File: config.mk
export PLATFORM = sky130hd
export DESIGN_NAME = register_file
export DESIGN_NICKNAME = d
export VERILOG_FILES = /design/src/rtl/mips_pkg.sv /design/src/rtl/register_file.sv
export SDC_FILE = /design/constraint.sdc
export NUM_CORES = 2
export LEC_CHECK = 0
export ABC_CLOCK_PERIOD_IN_PS = 2510
export BUFFER_PORTS_ARGS = -buffer_cell sky130_fd_sc_hd__buf_2
export CORE_UTILIZATION = 55
export CTS_CLUSTER_DIAMETER = 120
export DETAILED_ROUTE_END_ITERATION = 8
export GPL_TIMING_DRIVEN = 0
export PLACE_DENSITY = 0.78
export SYNTH_ARGS = -nofsm -noshare
export SYNTH_HDL_FRONTEND = slang
export SYNTH_SLANG_ARGS = --single-unit
File: constraint.sdc
create_clock -name clock -period 2.51 [get_ports clock]
set_clock_uncertainty 0.2 [all_clocks]
set_input_delay 0.251 -clock clock [delete_from_list [all_inputs] [get_ports clock]]
set_output_delay 0.251 -clock clock [all_outputs]
set_load 0.02 [all_outputs]
File: src/rtl/mips_pkg.sv
package mips_pkg;

	localparam int word_width = 32;
	localparam int register_address_width = 5;
	localparam int memory_depth = 256;
	localparam int memory_address_width = 8;
	localparam int alu_op_width = 4;

	// Major opcodes
	localparam logic [5:0] opcode_rtype = 6'b000000;
	localparam logic [5:0] opcode_addiu = 6'b001001;
	localparam logic [5:0] opcode_slti = 6'b001010;
	localparam logic [5:0] opcode_ori = 6'b001101;
	localparam logic [5:0] opcode_xori = 6'b001110;
	localparam logic [5:0] opcode_lui = 6'b001111;

	// R-type function field
	localparam logic [5:0] funct_addu = 6'b100001;
	localparam logic [5:0] funct_subu = 6'b100011;
	localparam logic [5:0] funct_and = 6'b100100;
	localparam logic [5:0] funct_or = 6'b100101;
	localparam logic [5:0] funct_xor = 6'b100110;
	localparam logic [5:0] funct_nor = 6'b100111;
	localparam logic [5:0] funct_slt = 6'b101010;
	localparam logic [5:0] funct_sltu = 6'b101011;
	localparam logic [5:0] funct_sll = 6'b000000;
	localparam logic [5:0] funct_srl = 6'b000010;
	localparam logic [5:0] funct_sra = 6'b000011;

	localparam logic [alu_op_width-1:0] alu_add = 4'd0;
	localparam logic [alu_op_width-1:0] alu_sub = 4'd1;
	localparam logic [alu_op_width-1:0] alu_and = 4'd2;
	localparam logic [alu_op_width-1:0] alu_or = 4'd3;
	localparam logic [alu_op_width-1:0] alu_xor = 4'd4;
	localparam logic [alu_op_width-1:0] alu_nor = 4'd5;
	localparam logic [alu_op_width-1:0] alu_slt = 4'd6;
	localparam logic [alu_op_width-1:0] alu_sltu = 4'd7;
	localparam logic [alu_op_width-1:0] alu_sll = 4'd8;
	localparam logic [alu_op_width-1:0] alu_srl = 4'd9;
	localparam logic [alu_op_width-1:0] alu_sra = 4'd10;
	localparam logic [alu_op_width-1:0] alu_lui = 4'd11;
	localparam logic [alu_op_width-1:0] alu_none = 4'd15; // Result forced to zero

	// One instruction word, seen as R-type or I-type fields
	typedef union packed {
		struct packed {
			logic [5:0] opcode;
			logic [register_address_width-1:0] rs;
			logic [register_address_width-1:0] rt;
			logic [register_address_width-1:0] rd;
			logic [4:0] shamt;
			logic [5:0] funct;
		} r;
		struct packed {
			logic [5:0] opcode;
			logic [register_address_width-1:0] rs;
			logic [register_address_width-1:0] rt;
			logic [15:0] immediate;
		} i;
	} instruction_word_t;

endpackage

File: src/rtl/register_file.sv
`timescale 1ns/1ps

module register_file (
	input logic clock,
	input logic reset,
	input logic [mips_pkg::register_address_width-1:0] read_address_a,
	input logic [mips_pkg::register_address_width-1:0] read_address_b,
	input logic write_enable,
	input logic [mips_pkg::register_address_width-1:0] write_address,
	input logic [mips_pkg::word_width-1:0] write_data,
	output logic [mips_pkg::word_width-1:0] read_data_a,
	output logic [mips_pkg::word_width-1:0] read_data_b
);

	logic [mips_pkg::word_width-1:0] registers [2**mips_pkg::register_address_width];

	// Write-through covers a producer two instructions ahead
	function automatic logic [mips_pkg::word_width-1:0] read_port(
		input logic [mips_pkg::register_address_width-1:0] address
	);
		if (address == '0)
			return '0;
		else if (write_enable && address == write_address)
			return write_data;
		else
			return registers[address];
	endfunction

	always_comb begin
		read_data_a = read_port(read_address_a);
		read_data_b = read_port(read_address_b);
	end

	always_ff @(posedge clock) begin
		if (reset) begin
			for (int index = 0; index < 2**mips_pkg::register_address_width; index++) begin
				registers[index] <= '0;
			end
		end else if (write_enable && write_address != '0) begin // r0 stays zero
			registers[write_address] <= write_data;
		end
	end

endmodule

# --- Yosys cells after proc, flatten, opt, wreduce, memory -nomap -nowiden ---
# Memory sizes are Yosys's and may differ from the RTL's.
# Cells that the tools add are included.
word_totals:
  ff_bits: 0
  output_inout_bits: 64
  ramBits: 1024
  elab_cells: 22
  memories: 1
memory_table:
  columns: ["memory", "words", "width", "rd", "rd_clocked_by_memory_dff", "wr", "line", "rtl"]
  rows:
  - ["registers", 32, 32, 2, 0, 32, "register_file.sv:15", "logic [mips_pkg::word_width-1:0] registers [2**mips_pkg::register_address_width];"]
op_classes:
  reduce_logical: 7
  muxes: 12
  n_eq_ne: 2
ops:
  columns: ["operator", "count"]
  rows:
  - ["2-to-1 mux 32 bit", 5]
  - ["OR reduction 32 bit", 1]
  - ["== test 5 bit", 2]
  - ["zero test 5 bit", 2]
  - ["2-to-1 mux 1 bit", 6]
  - ["2-to-1 mux 5 bit", 1]
  - ["nonzero test 5 bit", 1]
  - ["logical AND 1 bit", 3]

# --- Longest topological paths before layout ---
logic_depth:
  word_depth: 7
  mapped_depth: 9

# --- Worst setup path before layout ---
# Ideal clock, no wire load.
synth_path:
  kind: "input to output"
  startpoint: "input port read_address_b[0] (netlist bit)"
  endpoint: "output port read_data_b[16] (netlist bit)"
  stages: 7
  setup_slack_ns: 0.207
  arrival_ns: 1.852
  t_required_ns: 2.059
  n_path_buf: 3
  path_cell_list: "buf_2 -> buf_6 -> buf_2 -> mux4_2 -> a21oi_1 -> o21ai_0 -> a32o_1"
synth_via:
  elab_chain_len: 4
  word_cells_on_any_way: 6
synth_rtl:
  columns: ["item", "line", "rtl"]
  rows:
  - ["from (decl)", "register_file.sv:7", "input logic [mips_pkg::register_address_width-1:0] read_address_b,"]
  - ["branches (longest 3 deep; another with memory (32 x 32 bit))", null, null]
  - ["2-to-1 mux 32 bit (*)", "register_file.sv:21", "if (address == '0)"]
  - ["to (decl)", "register_file.sv:12", "output logic [mips_pkg::word_width-1:0] read_data_b"]
# Mark *: on every way between the ends.

# --- Worst setup path in the final report ---
layout_path:
  startpoint: "input port read_address_a[2] (netlist bit)"
  endpoint: "output port read_data_a[9] (netlist bit)"
layout_via:
  elab_chain_len: 4
  word_cells_on_any_way: 6
layout_rtl:
  columns: ["item", "line", "rtl"]
  rows:
  - ["from (decl)", "register_file.sv:6", "input logic [mips_pkg::register_address_width-1:0] read_address_a,"]
  - ["branches (longest 3 deep; another with memory (32 x 32 bit))", null, null]
  - ["2-to-1 mux 32 bit (*)", "register_file.sv:21", null]
  - ["to (decl)", "register_file.sv:11", "output logic [mips_pkg::word_width-1:0] read_data_a,"]
# Marked as above.

==> metrics.md <==
| Metric | Value |
|---|---|
| H-tree depth | `3` |
| Nets | `4138` |
| Hold Crit Class | `primary input to flop` |
| RSZ-0062 raised after global routing | `yes` |
| Synth top area cells | `edfxtp_1, mux4_2, and2_1` |
| Initial drt markers | `about 8100` |
| Mux share of post-synthesis cell area | `a little over a fifth` |
| Setup violators final | `290` |
| Maximum VDD drop | `approximately 0.66 mV` |
| Critical path class | `primary input to output port` |
| Initial Util | `between 50% and 60%` |
| Largest family of logic cells by synthesized area | `multiplexers` |
| Slowest CP cell | `nor2b_4` |
| Mean Syn Cell Area | `roughly 14 um^2` |
| Synthesis warning total | `0` |
| CTS tree | `done` |
| Share of cells above drive strength 1 | `a little over a quarter` |
| Inst Count DP | `5224` |
| Leak pwr | `about 22 nW` |
| Clk sinks | `slightly above 1000` |
| CP peak stage delay | `420 ps` |
| Post-Syn Instances | `around 3800` |
| Post-Route WL | `~230000 um` |
| Sequential fraction of the synthesis area | `a little under three fifths` |
| Leading area contributor after synthesis | `edfxtp_1` |
| Remaining antenna violation count | `0` |
| Overflow after GRT | `0` |
| FMAX | `315.1 MHz` |
| Core box area | `between 90000 and 100000 um^2` |
| Number of synthesized register bits | `roughly 1000` |
| Synth Area in Adders | `0%` |
| Top FF cell, synth | `edfxtp_1` |
| Routed length per instance | `between 40 and 50 um` |
| Crit-path cells | `buf_2 > buf_4 > buf_8 > nor2b_4 > clkbuf_4 > a22oi_2 > a21oi_1 > a221o_1 > buf_6` |
| Mapped Area | `55060 um^2` |
| Synth Area in Simple Gates | `between 10% and 20%` |
| Hold Violations, Final | `0` |
| Largest net degree at the start of global routing | `33` |
| Setup TNS | `-43150 ps` |
| Power per cell area | `678.3 nW/um^2` |
| Post-route minimum period | `3174 ps` |
| DIE WIDTH | `around 320 um` |
| Crit path max-delay family | `buffers and inverters` |
| # IOs | `between 100 and 150` |
| Post-synth top area share | `between 50% and 60%` |
| Critical Path RT | `roughly 2100 ps` |
| Drt first pass iters | `9` |
| First-pass GRT wire length | `~310000 um` |
| Max cap viols | `0` |
| Min setup slack post-route | `-664.0 ps` |
| Clock buffer count from CTS | `108` |
| Cell Count, Final, Fillers Out | `5474` |
| Root Buffer | `clkbuf_16` |
| Number of global-route vias before repair | `roughly 40000` |
| Remaining DRCs | `3` |
| Commonest non-fill, non-tap cell in the layout | `edfxtp_1` |
| Finished Core Util | `64.49%` |
| Post-synth EDFFs | `~1000` |
| DIE AREA | `101400 um^2` |
| CP bufs+invs | `5` |
| Period utilization | `126.5%` |
| Status | `finished, violations left` |
| Clk buf depth | `3` |
| Worst Setup End Kind | `output port` |
| Netlist cell types | `52` |
| Initial antenna violation count | `10` |
| Compound-cell area share of the yosys netlist | `6.031%` |
| Post-route cell area | `63750 um^2` |
| Placed Instance Area | `approximately 57000 um^2` |
| Avg Vias per Cell | `between 7 and 8` |
| Worst-Margin Slew | `between 1000 and 1500 ps` |
| GRT Overall Usage | `45.23%` |
| Input/output buffers | `between 100 and 150` |
| Arrival time of the worst setup path | `2720 ps` |
| Most frequent cells in the layout | `edfxtp_1, and2_1, mux4_2` |
| GP Congestion | `between 1 and 1.5` |
| Detailed Place HPWL | `roughly 160000 um` |
| Top flop regs | `registers: 1024 flops` |
| CTS clk-pin slew, worst paths | `roughly 60 ps` |
| Worst setup SP type | `primary input` |
| Site Rows | `around 120` |
| Worst-path maximum fanout | `11` |
| Area Overhead vs Synth | `15.78%` |
| DR vias | `roughly 40000` |
| Die height | `318.4 um` |
| XOR/XNOR Fraction of Synth Area | `less than 1%` |
| Slew headroom | `between 10% and 20%` |
| Async SR Flop Fraction | `0%` |
| Max reg flops | `slightly above 1000` |
| Max Slew Vio Count | `0` |
| Failing checks | `design-rule violations, negative setup slack` |
| Most flops, register | `registers` |
[routing by layer]
layer	GRT usage, %	part of all wire, %	vias to the layer above
met2	62.32	41	4420
met1	56.13	32	20272
met3	18.38	17	1112
met5	0.9456	0.16	-
met4	36.32	10	15
li1	-	-	15221
[path summary, 6_finish.rpt]
path | from | to | slack, ps | cells past startpoint
hold / removal | reset | registers[0][5]$_SDFFCE_PN0P_ | 170 | 2
setup / recovery | read_address_a[2] | read_data_a[9] | -660 | 9
[cell families (layout without fill, tap and decap cells)]
kind of cell	count (synthesis)	in the layout
compound gates	457	457
xor+xnor	10	10
buf+inv	415	758
flops	1024	1024
mux	711	711
other cells	1	43
simple gates	1184	1184
[area by class of cell]
cell class / count / area, um^2
fillers: 7034 / 35100
flip-flops and latches: 1024 / 30750
multi-input cells: 2394 / 23960
clock buffers: 125 / 2830
plain buffers: 409 / 2656
well taps: 1287 / 1610
repair buffers: 149 / 1318
clock inverters: 73 / 586.8
diodes: 11 / 27.53
inverters: 2 / 13.76
[cell usage after synthesis, drive strengths merged, types with 6 or more instances]
cell type	count
xnor2	10
mux2	6
a221o	11
or2	34
nand2	64
a22oi	107
o221a	15
o22ai	37
and2	996
mux4	375
edfxtp	1024
a221oi	27
a31oi	11
nand3	13
mux2i	330
o21ai	63
nor2b	6
o221ai	38
clkbuf	283
nor2	49
a211oi	32
o2111ai	6
a32o	32
buf	130
a21oi	64
a32oi	9
[stage by stage]
| stage | hold slack (ps) | setup WS, ps | power (mW) |
|---|---|---|---|
| 2_1_floorplan | 249.2 | 207.4 | 23.69 |
| 3_3_place_gp | 451.4 | -1935 | 26.19 |
| 3_5_place_dp | 452.1 | -1938 | 26.32 |
| 4_1_cts | 134.1 | -595.5 | 42.37 |
| 5_1_grt | 151.9 | -646.2 | 43.57 |
| 6_report | 167.0 | -664.0 | 43.24 |
[report_power, final]
part	switching [mW]	internal (mW)
registers	0.500	19.8
clock network	7.17	8.86
logic	4.38	2.57
total	12.0	31.2
[timing repair]
item | in CTS | in global routing
hold endpoints to repair | 32 | 0
setup buffers | 7 | 6
resized for setup | 614 | 141
setup endpoints to repair | 809 | 367
hold buffers | 32 | 0
pin swaps | 99 | 41
(Power assumes the default switching activity.)
