===== config.mk =====
export PLATFORM = sky130hd
export DESIGN_NAME = decode_stage
export DESIGN_NICKNAME = d
export VERILOG_FILES = /design/src/rtl/mips_pkg.sv /design/src/rtl/decode_stage.sv
export SDC_FILE = /design/constraint.sdc
export NUM_CORES = 1
export LEC_CHECK = 0
export BUFFER_PORTS_ARGS = -buffer_cell sky130_fd_sc_hd__buf_2
export CORE_AREA = 2 2 101 103
export CTS_CLUSTER_SIZE = 40
export DETAILED_ROUTE_END_ITERATION = 8
export DIE_AREA = 0 0 103 105
export GPL_TIMING_DRIVEN = 1
export PLACE_DENSITY = 0.7
export RECOVER_POWER = 25
export SKIP_LAST_GASP = 1
export SLEW_MARGIN = 0
export SYNTH_ARGS = -nofsm -noshare
export SYNTH_HDL_FRONTEND = slang
export SYNTH_SLANG_ARGS = --single-unit

===== constraint.sdc =====
create_clock -name clock -period 2.3 [get_ports clock]
set_input_delay 0.23 -clock clock [delete_from_list [all_inputs] [get_ports clock]]
set_output_delay 0.23 -clock clock [all_outputs]
set_load 0.05 [all_outputs]

===== src/rtl/mips_pkg.sv =====
package mips_pkg;

	localparam int word_width = 32;
	localparam int register_address_width = 5;
	localparam int memory_depth = 256;
	localparam int memory_address_width = 8;
	localparam int alu_op_width = 4;

	// Major opcodes
	localparam logic [5:0] opcode_rtype = 6'b000000;
	localparam logic [5:0] opcode_addiu = 6'b001001;
	localparam logic [5:0] opcode_slti = 6'b001010;
	localparam logic [5:0] opcode_ori = 6'b001101;
	localparam logic [5:0] opcode_xori = 6'b001110;
	localparam logic [5:0] opcode_lui = 6'b001111;

	// R-type function field
	localparam logic [5:0] funct_addu = 6'b100001;
	localparam logic [5:0] funct_subu = 6'b100011;
	localparam logic [5:0] funct_and = 6'b100100;
	localparam logic [5:0] funct_or = 6'b100101;
	localparam logic [5:0] funct_xor = 6'b100110;
	localparam logic [5:0] funct_nor = 6'b100111;
	localparam logic [5:0] funct_slt = 6'b101010;
	localparam logic [5:0] funct_sltu = 6'b101011;
	localparam logic [5:0] funct_sll = 6'b000000;
	localparam logic [5:0] funct_srl = 6'b000010;
	localparam logic [5:0] funct_sra = 6'b000011;

	localparam logic [alu_op_width-1:0] alu_add = 4'd0;
	localparam logic [alu_op_width-1:0] alu_sub = 4'd1;
	localparam logic [alu_op_width-1:0] alu_and = 4'd2;
	localparam logic [alu_op_width-1:0] alu_or = 4'd3;
	localparam logic [alu_op_width-1:0] alu_xor = 4'd4;
	localparam logic [alu_op_width-1:0] alu_nor = 4'd5;
	localparam logic [alu_op_width-1:0] alu_slt = 4'd6;
	localparam logic [alu_op_width-1:0] alu_sltu = 4'd7;
	localparam logic [alu_op_width-1:0] alu_sll = 4'd8;
	localparam logic [alu_op_width-1:0] alu_srl = 4'd9;
	localparam logic [alu_op_width-1:0] alu_sra = 4'd10;
	localparam logic [alu_op_width-1:0] alu_lui = 4'd11;
	localparam logic [alu_op_width-1:0] alu_none = 4'd15; // Result forced to zero

	// One instruction word, seen as R-type or I-type fields
	typedef union packed {
		struct packed {
			logic [5:0] opcode;
			logic [register_address_width-1:0] rs;
			logic [register_address_width-1:0] rt;
			logic [register_address_width-1:0] rd;
			logic [4:0] shamt;
			logic [5:0] funct;
		} r;
		struct packed {
			logic [5:0] opcode;
			logic [register_address_width-1:0] rs;
			logic [register_address_width-1:0] rt;
			logic [15:0] immediate;
		} i;
	} instruction_word_t;

endpackage


===== src/rtl/decode_stage.sv =====
`timescale 1ns/1ps

module decode_stage (
	input logic clock,
	input logic reset,
	input logic fetch_valid,
	input logic [mips_pkg::word_width-1:0] fetch_pc,
	input mips_pkg::instruction_word_t instruction,
	input logic [mips_pkg::word_width-1:0] read_data_a,
	input logic [mips_pkg::word_width-1:0] read_data_b,
	output logic [mips_pkg::register_address_width-1:0] read_address_a,
	output logic [mips_pkg::register_address_width-1:0] read_address_b,
	output logic decode_valid,
	output logic [mips_pkg::word_width-1:0] decode_pc,
	output logic [mips_pkg::alu_op_width-1:0] alu_op,
	output logic [mips_pkg::word_width-1:0] operand_a,
	output logic [mips_pkg::word_width-1:0] operand_b,
	output logic [4:0] shift_amount,
	output logic [mips_pkg::register_address_width-1:0] destination,
	output logic [mips_pkg::register_address_width-1:0] rs_index,
	output logic [mips_pkg::register_address_width-1:0] rt_index,
	output logic uses_rt
);

	logic [mips_pkg::alu_op_width-1:0] next_alu_op;
	logic [mips_pkg::word_width-1:0] next_operand_b;
	logic [mips_pkg::register_address_width-1:0] next_destination;
	logic next_uses_rt;
	logic [mips_pkg::word_width-1:0] sign_immediate;
	logic [mips_pkg::word_width-1:0] zero_immediate;

	assign read_address_a = instruction.r.rs;
	assign read_address_b = instruction.r.rt;

	assign sign_immediate = {{16{instruction.i.immediate[15]}}, instruction.i.immediate};
	assign zero_immediate = {16'b0, instruction.i.immediate};

	always_comb begin
		next_alu_op = mips_pkg::alu_none;
		next_operand_b = read_data_b; // rt value, also the shift source
		next_destination = '0;
		next_uses_rt = 1'b0;
		case (instruction.i.opcode)
			mips_pkg::opcode_rtype: begin
				case (instruction.r.funct)
					mips_pkg::funct_addu: next_alu_op = mips_pkg::alu_add;
					mips_pkg::funct_subu: next_alu_op = mips_pkg::alu_sub;
					mips_pkg::funct_and: next_alu_op = mips_pkg::alu_and;
					mips_pkg::funct_or: next_alu_op = mips_pkg::alu_or;
					mips_pkg::funct_xor: next_alu_op = mips_pkg::alu_xor;
					mips_pkg::funct_nor: next_alu_op = mips_pkg::alu_nor;
					mips_pkg::funct_slt: next_alu_op = mips_pkg::alu_slt;
					mips_pkg::funct_sltu: next_alu_op = mips_pkg::alu_sltu;
					mips_pkg::funct_sll: next_alu_op = mips_pkg::alu_sll;
					mips_pkg::funct_srl: next_alu_op = mips_pkg::alu_srl;
					mips_pkg::funct_sra: next_alu_op = mips_pkg::alu_sra;
					default: next_alu_op = mips_pkg::alu_none;
				endcase
				if (next_alu_op != mips_pkg::alu_none) begin
					next_destination = instruction.r.rd;
					next_uses_rt = 1'b1;
				end
			end
			mips_pkg::opcode_addiu: begin
				next_alu_op = mips_pkg::alu_add;
				next_operand_b = sign_immediate;
				next_destination = instruction.i.rt;
			end
			mips_pkg::opcode_slti: begin
				next_alu_op = mips_pkg::alu_slt;
				next_operand_b = sign_immediate;
				next_destination = instruction.i.rt;
			end
			mips_pkg::opcode_ori: begin
				next_alu_op = mips_pkg::alu_or;
				next_operand_b = zero_immediate;
				next_destination = instruction.i.rt;
			end
			mips_pkg::opcode_xori: begin
				next_alu_op = mips_pkg::alu_xor;
				next_operand_b = zero_immediate;
				next_destination = instruction.i.rt;
			end
			mips_pkg::opcode_lui: begin
				next_alu_op = mips_pkg::alu_lui;
				next_operand_b = zero_immediate;
				next_destination = instruction.i.rt;
			end
			default: next_alu_op = mips_pkg::alu_none; // Retires as r0 with zero
		endcase
	end

	always_ff @(posedge clock) begin
		if (reset)
			decode_valid <= 1'b0;
		else
			decode_valid <= fetch_valid;
	end

	always_ff @(posedge clock) begin
		decode_pc <= fetch_pc;
		alu_op <= next_alu_op;
		operand_a <= read_data_a;
		operand_b <= next_operand_b;
		shift_amount <= instruction.r.shamt;
		destination <= next_destination;
		rs_index <= instruction.r.rs;
		rt_index <= instruction.r.rt;
		uses_rt <= next_uses_rt;
	end

endmodule


* Yosys cells after proc, flatten, opt, wreduce, memory -nomap -nowiden *
Cells that the tools add are included.

word-level totals
  input bits = 131
  flip-flop bits (word level) = 122
  logic and storage cells = 38
  output and inout port bits = 132

cells by class
  multiplexer cells = 7
  reductions and logical operators = 5
  eq/ne operators = 16

operators with widths
  cell                number
  $pmux 32 s2         1
  $eq 6x6->1 const B  8
  $pmux 4 s11         1
  $eq 6x4->1 const B  5
  $pmux 4 s6          1
  $eq 6x2->1 const B  2
  $logic_not 6->1     2
  $pmux 5 s2          1
  $mux 5              1
  $reduce_or 5->1     1
  $mux 4              1
  $ne 4x4->1 const B  1
  $reduce_or 3->1     1
  $reduce_or 2->1     1
  $mux 1              1

* Depth between registers and ports, before layout *
  depth after elaboration = 6
  mapped depth = 5
  mapped depth without buffers = 4

* Least setup slack after synthesis *
Ideal clock, no wire load.

  path kind = input port to flip-flop
  start = in instruction[27] (netlist name)
  end = reg alu_op[1] (netlist name)
  buffers on the path = 1
  required time = 2.175 ns
  cell stages on the path = 5
  path slack = 0.876 ns
  library setup time = 0.125 ns
  arrival = 1.299 ns
  cell sequence = buf_4 -> or4_4 -> nor3_1 -> a22o_1 -> nand2_1

between the ends
  cells in the longest elaborated chain, start to end = 2
  elaborated cells between the ends (all ways) = 7
  classes of those cells = eq/ne (5); mux (1); reduce/logical (1)

RTL lines
  item                                           RTL line             source
  start, declared                                decode_stage.sv:8    input mips_pkg::instruction_word_t instruction,
  $eq 6x4->1 or $logic_not 6->1 (tied branches)  decode_stage.sv:43   case (instruction.i.opcode)
  $pmux 4 s6 (*)                                 decode_stage.sv:43
  net next_alu_op, one bit                       decode_stage.sv:25   logic [mips_pkg::alu_op_width-1:0] next_alu_op;
  end signal, assigned                           decode_stage.sv:102  alu_op <= next_alu_op;
  end, declared                                  decode_stage.sv:15   output logic [mips_pkg::alu_op_width-1:0] alu_op,

Mark *: on every way through the listed nets, which the timed path passes. The rest lies on a longest branch.
A chain may end at the register's enable or synchronous reset.

* Worst setup path in the final report *
  start = in instruction[30] (netlist name)
  end = reg operand_b[15] (netlist name)

between the ends
  cells in the longest elaborated chain, start to end = 3
  elaborated cells between the ends (all ways) = 8
  classes of those cells = eq/ne (5); mux (1); reduce/logical (2)

RTL lines
  item                                                          RTL line             source
  $eq 6x4->1                                                    decode_stage.sv:43
  $reduce_or 3->1 (no line) or $reduce_or 2->1 (tied branches)  --
  $pmux 32 s2 (*)                                               decode_stage.sv:43
  net next_operand_b, one bit                                   decode_stage.sv:26   logic [mips_pkg::word_width-1:0] next_operand_b;
  end signal, assigned                                          decode_stage.sv:104  operand_b <= next_operand_b;
  end, declared                                                 decode_stage.sv:17   output logic [mips_pkg::word_width-1:0] operand_b,

Marked as above.

==> flow_summary.ini <==
[outcome]
status = complete, no violations

[sta]
rsz0062_at_grt = no
tightest_slew_ns = 0.4167
setup_viol = 0
finalHoldViolations = 0
final.period_utilization_pct = 90.39
setup_tns_ns = 0
slew-limit-headroom_pct = 72.15
fmax_ghz = 0.4810
period_needed_ns = 2.079
maxSlewViolCount = 0

[setup_path]
cpMaxStageDelayCell = dlygate4sd3_1
critPathMaxFanout = 22
crit_buf_inv = 4
crit_chain = dlygate4sd3_1 -> buf_2 -> nor2_2 -> o21a_1 -> nand3_1 -> buf_4 -> mux2_2 -> dlygate4sd3_1
critPathTopFamily = buffers and inverters
cp.arrival_ns = 2.46
setup.worst_path.end_class = flip-flop
crit_end = operand_b[15]
cp.required_ns = 2.69
path_common_cell = dlygate4sd3_1
crit_cells = 8
cp-startpoint = instruction[30]
cpPeakStageDelay_ns = 0.56
start_kind = input port
critical_path_class = input port to flip-flop

[floorplan]
start_util_pct = 33.67
die_h_um = 105
die_w_um = 103
die-area_um2 = 10820
top_level_ports = 263
core_um2 = 9639
fp-row-count = 36

[final_layout]
syn_to_final_growth_pct = 100.2
multi_input_area_um2 = 670.6
final_cells = 764
n_fill_cell = 722
final_layout_size_suffix_gt1_share_pct = 49.44
fin_nets = 747
finish.utilization_pct = 67.41
ff_latch_area_um2 = 2442

[clock_network]
cts-root-buf = clkbuf_8
clock_path_buffers = 2
cts_made_buffers = 17
clock_sinks = 122
clk_pin_slew_ns = 0.06
cts_tree = done
cts_max_level = 4
cts_setup_buffers = 0

[placed_design]
dp_hpwl_mm = 7.100
io_buffer_count = 262
numPlacedInstances = 605
gp_congestion = 0.7645

[pwr]
vdd_drop_max_v = 0.0004359
total_power_w = 0.006034
p_leak_nw = 3.197
p_per_area_nw_per_um2 = 928.7

[logic_synthesis]
syn-instance-count = 227
synth.avg_cell_area_um2 = 14.30
yosysUniqueCellTypes = 38
synth_edf_count = 0
ys_ff_latch = 122
synth_area_um2 = 3246
syn_nets = 358
synth_ff_type = dfxtp_1
ys_seq_area_share_pct = 75.25
ys_warn_count = 0
async_reset_ff_share_pct = 0

[route]
drtIter0Drc = 84
firstDrtPassIters = 4
ant_nets = 0
routedWlPerCell_um = 16.35
routed_via_density = 4.272
drc_errors = 0
wirelength_mm = 12.49
via_count = 3264

[global_routing]
grt-ovfl-total = 0
grt_pass1_wl_mm = 18.33
grt_max_degree = 23
grt_pass1_vias = 3631
track_usage_pct = 23.02
antenna_found_initial = 2

[run]
drv_cap = 0

[worst_hold_path]
hp-class = input port to flip-flop
-- where the power goes --
| part | switching (W) | internal (W) |
|---|---|---|
| registers | 0.0000319 | 0.00223 |
| clock network | 0.000954 | 0.00183 |
| logic | 0.000638 | 0.000349 |
| total | 0.00162 | 0.00441 |
-- timing repair --
action	CTS	global route
hold buffers	125	0
hold endpoints to repair	121	0
gates resized for setup	0	0
setup endpoints to repair	0	0
-- how the worst min path moves through the flow --
stage | startpoint | end | slack [ns] | depth (start not counted)
6_report | instruction[1] | operand_b[1] | 0.05 | 2
5_1_grt | instruction[1] | operand_b[1] | 0.04 | 2
4_1_cts | instruction[1] | operand_b[1] | 0.02 | 2
3_5_place_dp | read_data_a[7] | operand_a[7] | 0.33 | 1
3_3_place_gp | read_data_a[26] | operand_a[26] | 0.33 | 1
2_1_floorplan | fetch_pc[0] | decode_pc[0] | 0.26 | 0
-- layout by cell type (no fill, tap or decap), types with 2 or more instances in the layout --
cell and n:
a21o_1 16, a22o_1 6, buf_2 255, buf_4 3, bufinv_16 4, clkbuf_1 6, clkbuf_16 16, clkbuf_8 3
clkinv_2 2, clkinv_4 4, dfxtp_1 122, diode_2 2, dlygate4sd3_1 125, inv_6 2, mux2_2 15, nand2_1 4
nand2b_1 3, nand3_1 3, nand3b_1 2, nor2_1 3, nor2b_1 3, nor3_1 2, nor3b_1 2, o21a_1 2
o21ai_0 3, o22ai_1 2
-- sequential cells by signal (all words and copies together) (netlist names) --
register / cells
decode_pc: 32
operand_a: 32
operand_b: 32
destination: 5
rs_index: 5
rt_index: 5
shift_amount: 5
alu_op: 4
decode_valid: 1
uses_rt: 1
-- cells by family (layout without fill, tap and decap cells) --
group / after synthesis / after routing / synth area share (%)
AOI/OAI and AO/OA: 37 / 37 / 9.021
DFF: 122 / 122 / 75.25
muxes: 16 / 16 / 5.551
xor gates and xnor gates: 2 / 2 / 0.5398
and+or+nand+nor: 29 / 29 / 5.551
other: 0 / 2 / 0
buffers and inverters: 21 / 423 / 4.086
-- Yosys cell counts (all sizes together), types with 2 or more instances --
cell type / count / share of area [%]
nand3: 3 / 0.46
o21a: 2 / 0.46
nand2b: 3 / 0.58
mux2: 16 / 5.6
dfxtp: 122 / 75
buf: 16 / 3.5
nand2: 4 / 0.46
nor3b: 2 / 0.46
nor2b: 3 / 0.58
o21ai: 3 / 0.46
a21o: 16 / 3.7
nand3b: 2 / 0.46
nor3: 3 / 0.62
o22ai: 2 / 0.39
clkbuf: 4 / 0.46
nor2: 5 / 0.89
a22o: 6 / 1.6
-- per-layer routing --
metal / global-route usage (%) / vias up / share of wire [%] / routed length [um]
met1: 21.07 / 1499 / 33 / 4125
li1: - / 1554 / - / -
met5: 0 / - / 0 / 0
met2: 43.83 / 179 / 56 / 6999
met3: 8.294 / 32 / 8.4 / 1046
met4: 10.15 / 0 / 2.6 / 321
-- through the flow --
stage                     area (um^2)  hold WS, ns  setup WS, ns
after CTS                        6500      0.01783        0.2951
after global placement           4617       0.3330        0.7724
after floorplan                  3246       0.2577        0.8761
final                            6497      0.05097        0.2211
after global routing             6495      0.03861        0.1697
after detailed placement         4617       0.3336        0.7421
-- final cells by class --
class / count / share of cell area [%]
multi-input combinational: 84 / 10.32
antenna: 2 / 0.07703
tap: 133 / 2.561
timing repair buffer: 390 / 39.67
clock inverter: 13 / 2.927
inverter: 1 / 0.05777
clock buffer: 19 / 6.798
sequential: 122 / 37.59
Power figures use the tool's default switching activity.
