`src/rtl/mips_pkg.sv`:
```
package mips_pkg;

	localparam int word_width = 32;
	localparam int register_address_width = 5;
	localparam int memory_depth = 256;
	localparam int memory_address_width = 8;
	localparam int alu_op_width = 4;

	// Major opcodes
	localparam logic [5:0] opcode_rtype = 6'b000000;
	localparam logic [5:0] opcode_addiu = 6'b001001;
	localparam logic [5:0] opcode_slti = 6'b001010;
	localparam logic [5:0] opcode_ori = 6'b001101;
	localparam logic [5:0] opcode_xori = 6'b001110;
	localparam logic [5:0] opcode_lui = 6'b001111;

	// R-type function field
	localparam logic [5:0] funct_addu = 6'b100001;
	localparam logic [5:0] funct_subu = 6'b100011;
	localparam logic [5:0] funct_and = 6'b100100;
	localparam logic [5:0] funct_or = 6'b100101;
	localparam logic [5:0] funct_xor = 6'b100110;
	localparam logic [5:0] funct_nor = 6'b100111;
	localparam logic [5:0] funct_slt = 6'b101010;
	localparam logic [5:0] funct_sltu = 6'b101011;
	localparam logic [5:0] funct_sll = 6'b000000;
	localparam logic [5:0] funct_srl = 6'b000010;
	localparam logic [5:0] funct_sra = 6'b000011;

	localparam logic [alu_op_width-1:0] alu_add = 4'd0;
	localparam logic [alu_op_width-1:0] alu_sub = 4'd1;
	localparam logic [alu_op_width-1:0] alu_and = 4'd2;
	localparam logic [alu_op_width-1:0] alu_or = 4'd3;
	localparam logic [alu_op_width-1:0] alu_xor = 4'd4;
	localparam logic [alu_op_width-1:0] alu_nor = 4'd5;
	localparam logic [alu_op_width-1:0] alu_slt = 4'd6;
	localparam logic [alu_op_width-1:0] alu_sltu = 4'd7;
	localparam logic [alu_op_width-1:0] alu_sll = 4'd8;
	localparam logic [alu_op_width-1:0] alu_srl = 4'd9;
	localparam logic [alu_op_width-1:0] alu_sra = 4'd10;
	localparam logic [alu_op_width-1:0] alu_lui = 4'd11;
	localparam logic [alu_op_width-1:0] alu_none = 4'd15; // Result forced to zero

	// One instruction word, seen as R-type or I-type fields
	typedef union packed {
		struct packed {
			logic [5:0] opcode;
			logic [register_address_width-1:0] rs;
			logic [register_address_width-1:0] rt;
			logic [register_address_width-1:0] rd;
			logic [4:0] shamt;
			logic [5:0] funct;
		} r;
		struct packed {
			logic [5:0] opcode;
			logic [register_address_width-1:0] rs;
			logic [register_address_width-1:0] rt;
			logic [15:0] immediate;
		} i;
	} instruction_word_t;

endpackage

```
`src/rtl/fetch_unit.sv`:
```
`timescale 1ns/1ps

module fetch_unit (
	input logic clock,
	input logic reset,
	input logic run,
	output logic [mips_pkg::memory_address_width-1:0] fetch_address,
	output logic fetch_valid,
	output logic [mips_pkg::word_width-1:0] fetch_pc
);

	logic [mips_pkg::word_width-1:0] pc; // Byte address

	// Word index into program memory
	assign fetch_address = pc[mips_pkg::memory_address_width+1:2];

	always_ff @(posedge clock) begin
		if (reset) begin
			pc <= '0;
			fetch_valid <= 1'b0;
		end else begin
			fetch_valid <= run;
			if (run) begin
				pc <= pc + 32'd4;
			end
		end
	end

	// Lines up with the registered memory output
	always_ff @(posedge clock) begin
		if (run) begin
			fetch_pc <= pc;
		end
	end

endmodule

```
`config.mk`:
```
export PLATFORM = sky130hd
export DESIGN_NAME = fetch_unit
export DESIGN_NICKNAME = d
export VERILOG_FILES = /design/src/rtl/mips_pkg.sv /design/src/rtl/fetch_unit.sv
export SDC_FILE = /design/constraint.sdc
export NUM_CORES = 1
export LEC_CHECK = 0
export ABC_AREA = 0
export ABC_CLOCK_PERIOD_IN_PS = 3380
export BUFFER_PORTS_ARGS = -buffer_cell sky130_fd_sc_hd__buf_2
export CAP_MARGIN = 20
export CORE_ASPECT_RATIO = 1.1
export CORE_MARGIN = 2
export CORE_UTILIZATION = 61
export CTS_BUF_LIST = sky130_fd_sc_hd__clkbuf_8
export CTS_CLUSTER_DIAMETER = 50
export DETAILED_ROUTE_END_ITERATION = 8
export GPL_TIMING_DRIVEN = 0
export MAX_ROUTING_LAYER = met4
export PLACE_DENSITY_LB_ADDON = 0.2
export SYNTH_ARGS = -nofsm -noshare
export SYNTH_HDL_FRONTEND = slang
export SYNTH_SLANG_ARGS = --single-unit
export TNS_END_PERCENT = 5
```
`constraint.sdc`:
```
create_clock -name clock -period 3.38 [get_ports clock]
set_input_delay 0.676 -clock clock [delete_from_list [all_inputs] [get_ports clock]]
set_output_delay 0.676 -clock clock [all_outputs]
set_load 0.02 [all_outputs]
```
Word level (Yosys, flattened, before mapping)
Cells that the tools add are included.
- memories: 0
- ROM bits: 0
- bits in writable memories: 0
- flip-flop bits (word level): 65
- word-level logic and storage cells: 4
- output and inout port bits: 41
- bits in latches: 0
- eq/ne operators: 0
- muxes and demuxes: 0
- add/subtract/negate cells: 1
- $mul: 0
- div/mod/pow operators: 0
- reduce and logical (&&, ||, !) cells: 0
- order comparisons: 0
- shifts and indexed selects: 0
- bitwise operators: 0
- operators by type and width (kind ; number):
    32-bit by 3-bit adder with 32-bit output, second input constant ; 1

Depth between registers and ports, before layout
Gate-level depths: netlist (run 1).
- depth in word-level cells: 1
- mapped depth: 7
- gate-level depth less buffers: 5

Worst setup path after synthesis (run 1)
OpenSTA, ideal clock, no wires.
- path kind: input port to flip-flop
- start point: input port run
- end point: register pc[23] (netlist bit)
- slack: 1139 ps
- stages on the path: 7
- arrival: 2171 ps
- library setup time: 70 ps
- path buffers: 3
- cells stage by stage: buf_4 > nand4_1 > or4_1 > clkbuf_1 > buf_2 > or3_1 > a21oi_1
- RTL lines (what ; RTL line ; RTL):
    start, declared ; fetch_unit.sv:6 ; input logic run,
    end signal, assigned ; fetch_unit.sv:24 ; pc <= pc + 32'd4;
    end, declared ; fetch_unit.sv:12 ; logic [mips_pkg::word_width-1:0] pc;

==> results of run 1 <==
## logic make-up (layout without fill, tap and decap cells)
group,count (synthesis),count (layout)
and+or+nand+nor,68,68
DFF,61,61
AOI/OAI and AO/OA,42,42
buffers and inverters,25,81
xor gates and xnor gates,8,8
adders and majority gates,1,1
other,1,2
muxes,1,1
## metal layers
metal / vias to the layer above / wire length (um)
li1: 869 / -
met1: 820 / 1840
met2: 64 / 2140
met3: 10 / 295
met4: 0 / 72
met5: - / 0
## state kept, by name (all words and copies together) (netlist names)
register / flops
pc: 30
fetch_pc: 30
fetch_valid: 1
## metrics by stage
| stage | util [%] | cells | hold slack (ps) | total power, uW | instance area (um^2) |
|---|---|---|---|---|---|
| final | 76.3 | 314 | 462 | 1390 | 2830 |
| after global routing | 76.3 | 314 | 483 | 1430 | 2830 |
| after CTS | 76.3 | 314 | 462 | 1390 | 2830 |
| after detailed placement | 72.0 | 299 | 447 | 877 | 2670 |
| after global placement | 72.0 | 299 | 435 | 875 | 2670 |
| after floorplan | - | 208 | 422 | 850 | 2410 |
## where the power goes
part | switching (uW) | internal [uW] | total [uW] | leakage (uW)
clock network | 257 | 270 | 527 | 0.0000896
logic | 44.5 | 20.1 | 64.6 | 0.000423
registers | 7.00 | 789 | 796 | 0.000569
## critical path: stages
cell and delay (ps):
buf_2 540, buf_4 300, nand4_1 140, or4_1 510, clkbuf_1 200, buf_2 220
or3_1 360, a21oi_1 130
## cells in the final DEF (no fill, tap or decap)
| cell | count |
|---|---|
| buf_2 | 44 |
| dfxtp_1 | 31 |
| edfxtp_1 | 30 |
| a21oi_1 | 21 |
| or4_1 | 15 |
| o31ai_1 | 12 |
| buf_4 | 11 |
| nand2_1 | 11 |
| or3_1 | 10 |
| nor2_1 | 10 |
| clkbuf_8 | 10 |
| o21ai_0 | 9 |
| nand4_1 | 8 |
| inv_1 | 7 |
| nand3_1 | 6 |
| clkbuf_1 | 4 |
| xnor2_1 | 4 |
| xor2_1 | 4 |
| nor3_1 | 3 |
| and3_1 | 2 |
| conb_1 | 2 |
| clkinv_1 | 2 |
| and4_1 | 1 |
| nand4_4 | 1 |
| buf_6 | 1 |
| or2_2 | 1 |
| buf_1 | 1 |
| mux2i_1 | 1 |
| ha_1 | 1 |
| clkinv_2 | 1 |
## layout make-up
cell class	instances	area (um^2)
Clock buffer	10	138
Fill cell	248	881
Timing Repair Buffer	41	205
Sequential cell	61	1520
Buffer	20	128
Multi-Input combinational cell	122	738
Tap cell	50	62.6
Inverter	5	18.8
Clock inverter	5	20.0
## path summary, 6_finish.rpt
| check | start | end | slack (ps) |
|---|---|---|---|
| min reg2reg | pc[31] | fetch_pc[31] | 460 |
| max | run | pc[23] | 560 |
| max reg2reg | pc[6] | pc[31] | 1250 |
| min | pc[31] | fetch_pc[31] | 460 |
==> metrics.txt, run 1 <==
GRT busiest layer=met2; Num Clock Sinks=between 60 and 70; largest net degree at the start of global routing=32; layout net count=264; minimum clock period=2820 ps; synth unique cells=27; CTS hold repair buffers=0; final worst slack=around 560 ps; CTS tree=yes; dominant cell type by area after synthesis=edfxtp_1; Main synth FF type=dfxtp_1; first-pass GRT wire length=between 7 and 8 mm; vias per cell=5.61; WP data required=around 3700 ps; Synth Area in Compound Gates=roughly 10%; via count of the first global-routing pass=between 1500 and 2000; layout cell share with drive strength beyond 1=a little over a quarter; Die ar.=between 4000 and 5000 um^2; row cnt=23; H-tree depth=3; f_max=around 360 MHz; fin. max-slew vios=0; IO buf count=between 40 and 50; TNS Setup=0 ps; via count=1763; RSZ-0062 raised after global routing=no; Netlist Area Pre-Place=~2400 um^2; top cells by count, synth=dfxtp_1 (31), edfxtp_1 (30), a21oi_1 (21); Iter 0 DRT Violations=182; post-synthesis adder-cell area fraction=less than 1%; drt wl/cell=13.8 um; GRT Util Overall=21.4%; antenna-violating nets left=0; Final Cycle Share=around 83%; GRT met2 Usage=between 30% and 40%; GPL Wtd Cong=0.813; maximum root-to-sink buffer count=2; Place WS=~230 ps; Post-synth EDFFs=30; Data arrival, critical path=around 3100 ps; initial antenna violation count=0; Warnings, synthesis=0; Die Height=about 70 um; Hold Crit Class=reg2reg; largest family of logic cells by synthesized area=simple AND/OR/NAND/NOR gates; critical setup path kind=in2reg; Setup Fix Bufs, Post-CTS=0; Hold Crit Depth=0; top cells by area, synth=edfxtp_1 (38%), dfxtp_1 (26%), or4_1 (4.7%), a21oi_1 (4.4%), o31ai_1 (3.8%); CP Max Fanout=31; Leak=0.00108 uW; Synth Instances=207; chip width=roughly 64 um; setup violators final=0; Worst-path clk slew=about 60 ps; router iterations before antenna repair=5; pwr dens=490 nW/um^2; FF-to-FF path depth=5; peak supply drop=about 0.00027 V; worst clock skew=7.95 ps; xor/xnor share of the synthesized area=just under 3%; sequential area share after synthesis=between 60% and 70%; Post-synth ARST share=0%; MaxCap Viol Count=0; met3 usage=under 10%; Skew-Pair Late Insertion Delay=~340 ps; Layout area overhead=17.9%; core area=3710 um^2; hpwl dp=slightly below 3 mm; Clock Tree Root=clkbuf_8; I/O pin cnt=44; top-area cell type share of the netlist area=37.5%; simple-gate area share of the yosys netlist=16.6%; Starting Density=64.7%; CP Launch Type=input pin; WL final=around 4.3 mm; GRT met1 Usage=26.1%; syn avg cell area=around 12 um^2; Crit. End Element=register; cts bufs inserted=9; slew margin rel.=53.7%; aggregate global routing overflow=0; DRC viols=0; Gates resized, CTS repair=0; status=finished, final reports clean; Seq cells post-synth=61; antenna cells=0; final hold vios=0; post-synthesis mux area share=less than 1%; actual slew at the worst max-slew pin=approximately 700 ps; most frequent cell after synthesis=dfxtp_1
(Power assumes the default switching activity.)
==> inputs of run 2 (changes only) <==
--- a/config.mk
+++ b/config.mk
@@ -6,12 +6,12 @@
 export NUM_CORES = 1
 export LEC_CHECK = 0
 export ABC_AREA = 0
-export ABC_CLOCK_PERIOD_IN_PS = 3380
+export ABC_CLOCK_PERIOD_IN_PS = 2950
 export BUFFER_PORTS_ARGS = -buffer_cell sky130_fd_sc_hd__buf_2
 export CAP_MARGIN = 20
 export CORE_ASPECT_RATIO = 1.1
 export CORE_MARGIN = 2
-export CORE_UTILIZATION = 61
+export CORE_UTILIZATION = 57
 export CTS_BUF_LIST = sky130_fd_sc_hd__clkbuf_8
 export CTS_CLUSTER_DIAMETER = 50
 export DETAILED_ROUTE_END_ITERATION = 8
==> constraint.sdc (replaced) <==
create_clock -name clock -period 2.95 [get_ports clock]
set_input_delay 0.59 -clock clock [delete_from_list [all_inputs] [get_ports clock]]
set_output_delay 0.59 -clock clock [all_outputs]
set_load 0.02 [all_outputs]
==> metrics.txt, run 2 (synthesis gave the netlist of run 1 again) <==
RSZ-0062 raised after global routing=no (unchanged); worst clock skew=4.47 ps (was 7.95 ps); Worst Path Buf+Inv=4 (unchanged); WP data required=3210 ps (was 3650 ps); Num Clock Sinks=61 (unchanged); IO buf count=41 (unchanged); DRC viols=0 (unchanged); Place WS=-129 ps (was 230 ps); Sw Ratio=22.4% (was 22.3%); FF-to-FF path depth=5 (unchanged); H-tree depth=3 (unchanged); initial antenna violation count=0 (unchanged); Hold Crit Depth=0 (unchanged); router iterations before antenna repair=4 (was 5); Worst-path clk slew=60 ps (about the same); CP Launch Type=input pin (unchanged); largest net degree at the start of global routing=32 (unchanged); Cell Count, Final, Fillers Out=316 (was 314); MaxCap Viol Count=0 (unchanged); first-pass GRT wire length=7.38 mm (was 7.11 mm); Leak=0.00108 uW (about the same); antenna cells=0 (unchanged); maximum root-to-sink buffer count=2 (unchanged); CP Max Fanout=31 (unchanged); switching power=350 uW (was 309 uW); Gates resized, CTS repair=0 (unchanged); drt wl/cell=14.3 um (was 13.8 um); Clk pwr share=36.9% (was 38.0%); CTS hold repair buffers=0 (unchanged); peak supply drop=0.000463 V (was 0.000266 V); Clock Tree Root=clkbuf_8 (unchanged); Final Cycle Share=between 90% and 100%; vias per cell=5.55 (was 5.61); pwr dens=553 nW/um^2 (was 490 nW/um^2); critical setup path kind=in2reg (unchanged); Skew-Pair Late Insertion Delay=330 ps (was 340 ps); crit path cell chain=buf_2 > buf_4 > nand4_1 > or4_1 > clkbuf_1 > buf_2 > or3_1 > a21oi_1 (unchanged); R2R setup slack=800 ps (was 1250 ps); GRT busiest layer=met2 (unchanged); via count of the first global-routing pass=1633 (was 1567); P_int=1210 uW (was 1080 uW); Iter 0 DRT Violations=166 (was 182); final worst slack=209 ps (was 564 ps); most frequent cells in the layout=buf_2 (44), dfxtp_1 (31), edfxtp_1 (30) (unchanged); Layout area overhead=17.7% (was 17.9%); f_max=between 300 and 400 MHz; combinational share of power=4.7% (about the same); cts bufs inserted=9 (unchanged); Starting Density=60.2% (was 64.7%); dpl cells=301 (was 299); antenna-violating nets left=0 (unchanged); Crit. End Element=register (unchanged); reg2reg start=pc[5] (was pc[6]); sequential group share of total power=58.3% (was 57.3%); Hold Crit Class=reg2reg (unchanged); Slowest-stage cell, CP=buf_2 (unchanged); most common cell after layout, fill and taps aside=buf_2 (unchanged); GRT Util Overall=21.3% (was 21.4%); Hold Path End=fetch_pc[31] (unchanged); chip width=65.9 um (was 63.8 um); GPL Wtd Cong=0.818 (was 0.813); total power=1560 uW (was 1390 uW); final hold vios=0 (unchanged); WL final=4.52 mm (was 4.35 mm); layout net count=264 (unchanged); setup violators final=0 (unchanged); min-delay src=pc[31] (unchanged); hpwl dp=2.93 mm (was 2.92 mm); met3 usage=7.29% (was 4.87%); CP most frequent cell=buf_2 (unchanged); core area=3990 um^2 (was 3710 um^2); row cnt=24 (was 23); biggest regs=fetch_pc (30), pc (30), fetch_valid (1) (unchanged); RR Endpoint=pc[18] (was pc[31]); aggregate global routing overflow=0 (unchanged); Data arrival, critical path=3010 ps (was 3090 ps); Hold Slack=459 ps (was 462 ps); status=finished, final reports clean (unchanged); CTS tree=yes (unchanged); minimum clock period=approximately 2700 ps; fin. max-slew vios=0 (unchanged); layout cell share with drive strength beyond 1=26.5% (was 26.1%); slew margin rel.=54.2% (was 53.7%); WP depth=8 (unchanged); actual slew at the worst max-slew pin=687 ps (was 695 ps); via count=1754 (was 1763); Die ar.=4750 um^2 (was 4460 um^2); Top delay family on crit path=buffers and inverters (unchanged); slowest stage delay, CP=530 ps (was 540 ps); Setup Fix Bufs, Post-CTS=0 (unchanged); GRT met1 Usage=24.4% (was 26.1%); I/O pin cnt=44 (unchanged); GRT met2 Usage=34.3% (was 33.0%); Die Height=72.1 um (was 69.8 um)
## run 2: cell type report
class | count | area [um^2]
inverters | 5 | 18.8
flip-flops and latches | 61 | 1520
multi-input cells | 122 | 738
repair buffers | 41 | 205
plain buffers | 20 | 128
clock inverters | 6 | 26.3
clock buffers | 9 | 124
fillers | 307 | 1170
well taps | 52 | 65.1
## run 2: power by group through the flow
stage          sequential [uW]  combinational (uW)  clock [uW]
6_report                   911                74.0         577
5_1_grt                    913                79.5         622
4_1_cts                    912                74.9         583
3_5_place_dp               930                74.6           0
3_3_place_gp               929                73.6           0
2_1_floorplan              948                26.3           0
## run 2: stage by stage
step	setup TNS [ps]	area, um^2	utilization (%)
after CTS	0	2830	70.8
after detailed placement	-817	2680	67.0
after floorplan	0	2410	-
after global placement	-425	2680	67.0
after global routing	0	2830	70.8
final	0	2830	70.8
## run 2: worst reg2reg max path, cell delays in order (launching register included)
cell,delay (ps)
dfxtp_1,490
nand4_4,200
or4_1,690
buf_2,250
or3_1,320
a21oi_1,130
## run 2: metal layers
layer,vias to the layer above,wire (um)
li1,870,-
met1,838,1890
met2,37,2340
met3,9,213
met4,0,76
met5,-,0
## run 2: how the worst max path moves through the flow
stage,from,endpoint,slack (ps)
floorplan,run,pc[23],790
finish,run,pc[23],210
global placement,run,pc[23],-90
detailed placement,run,pc[23],-130
global route,run,pc[23],40
CTS,run,pc[23],190
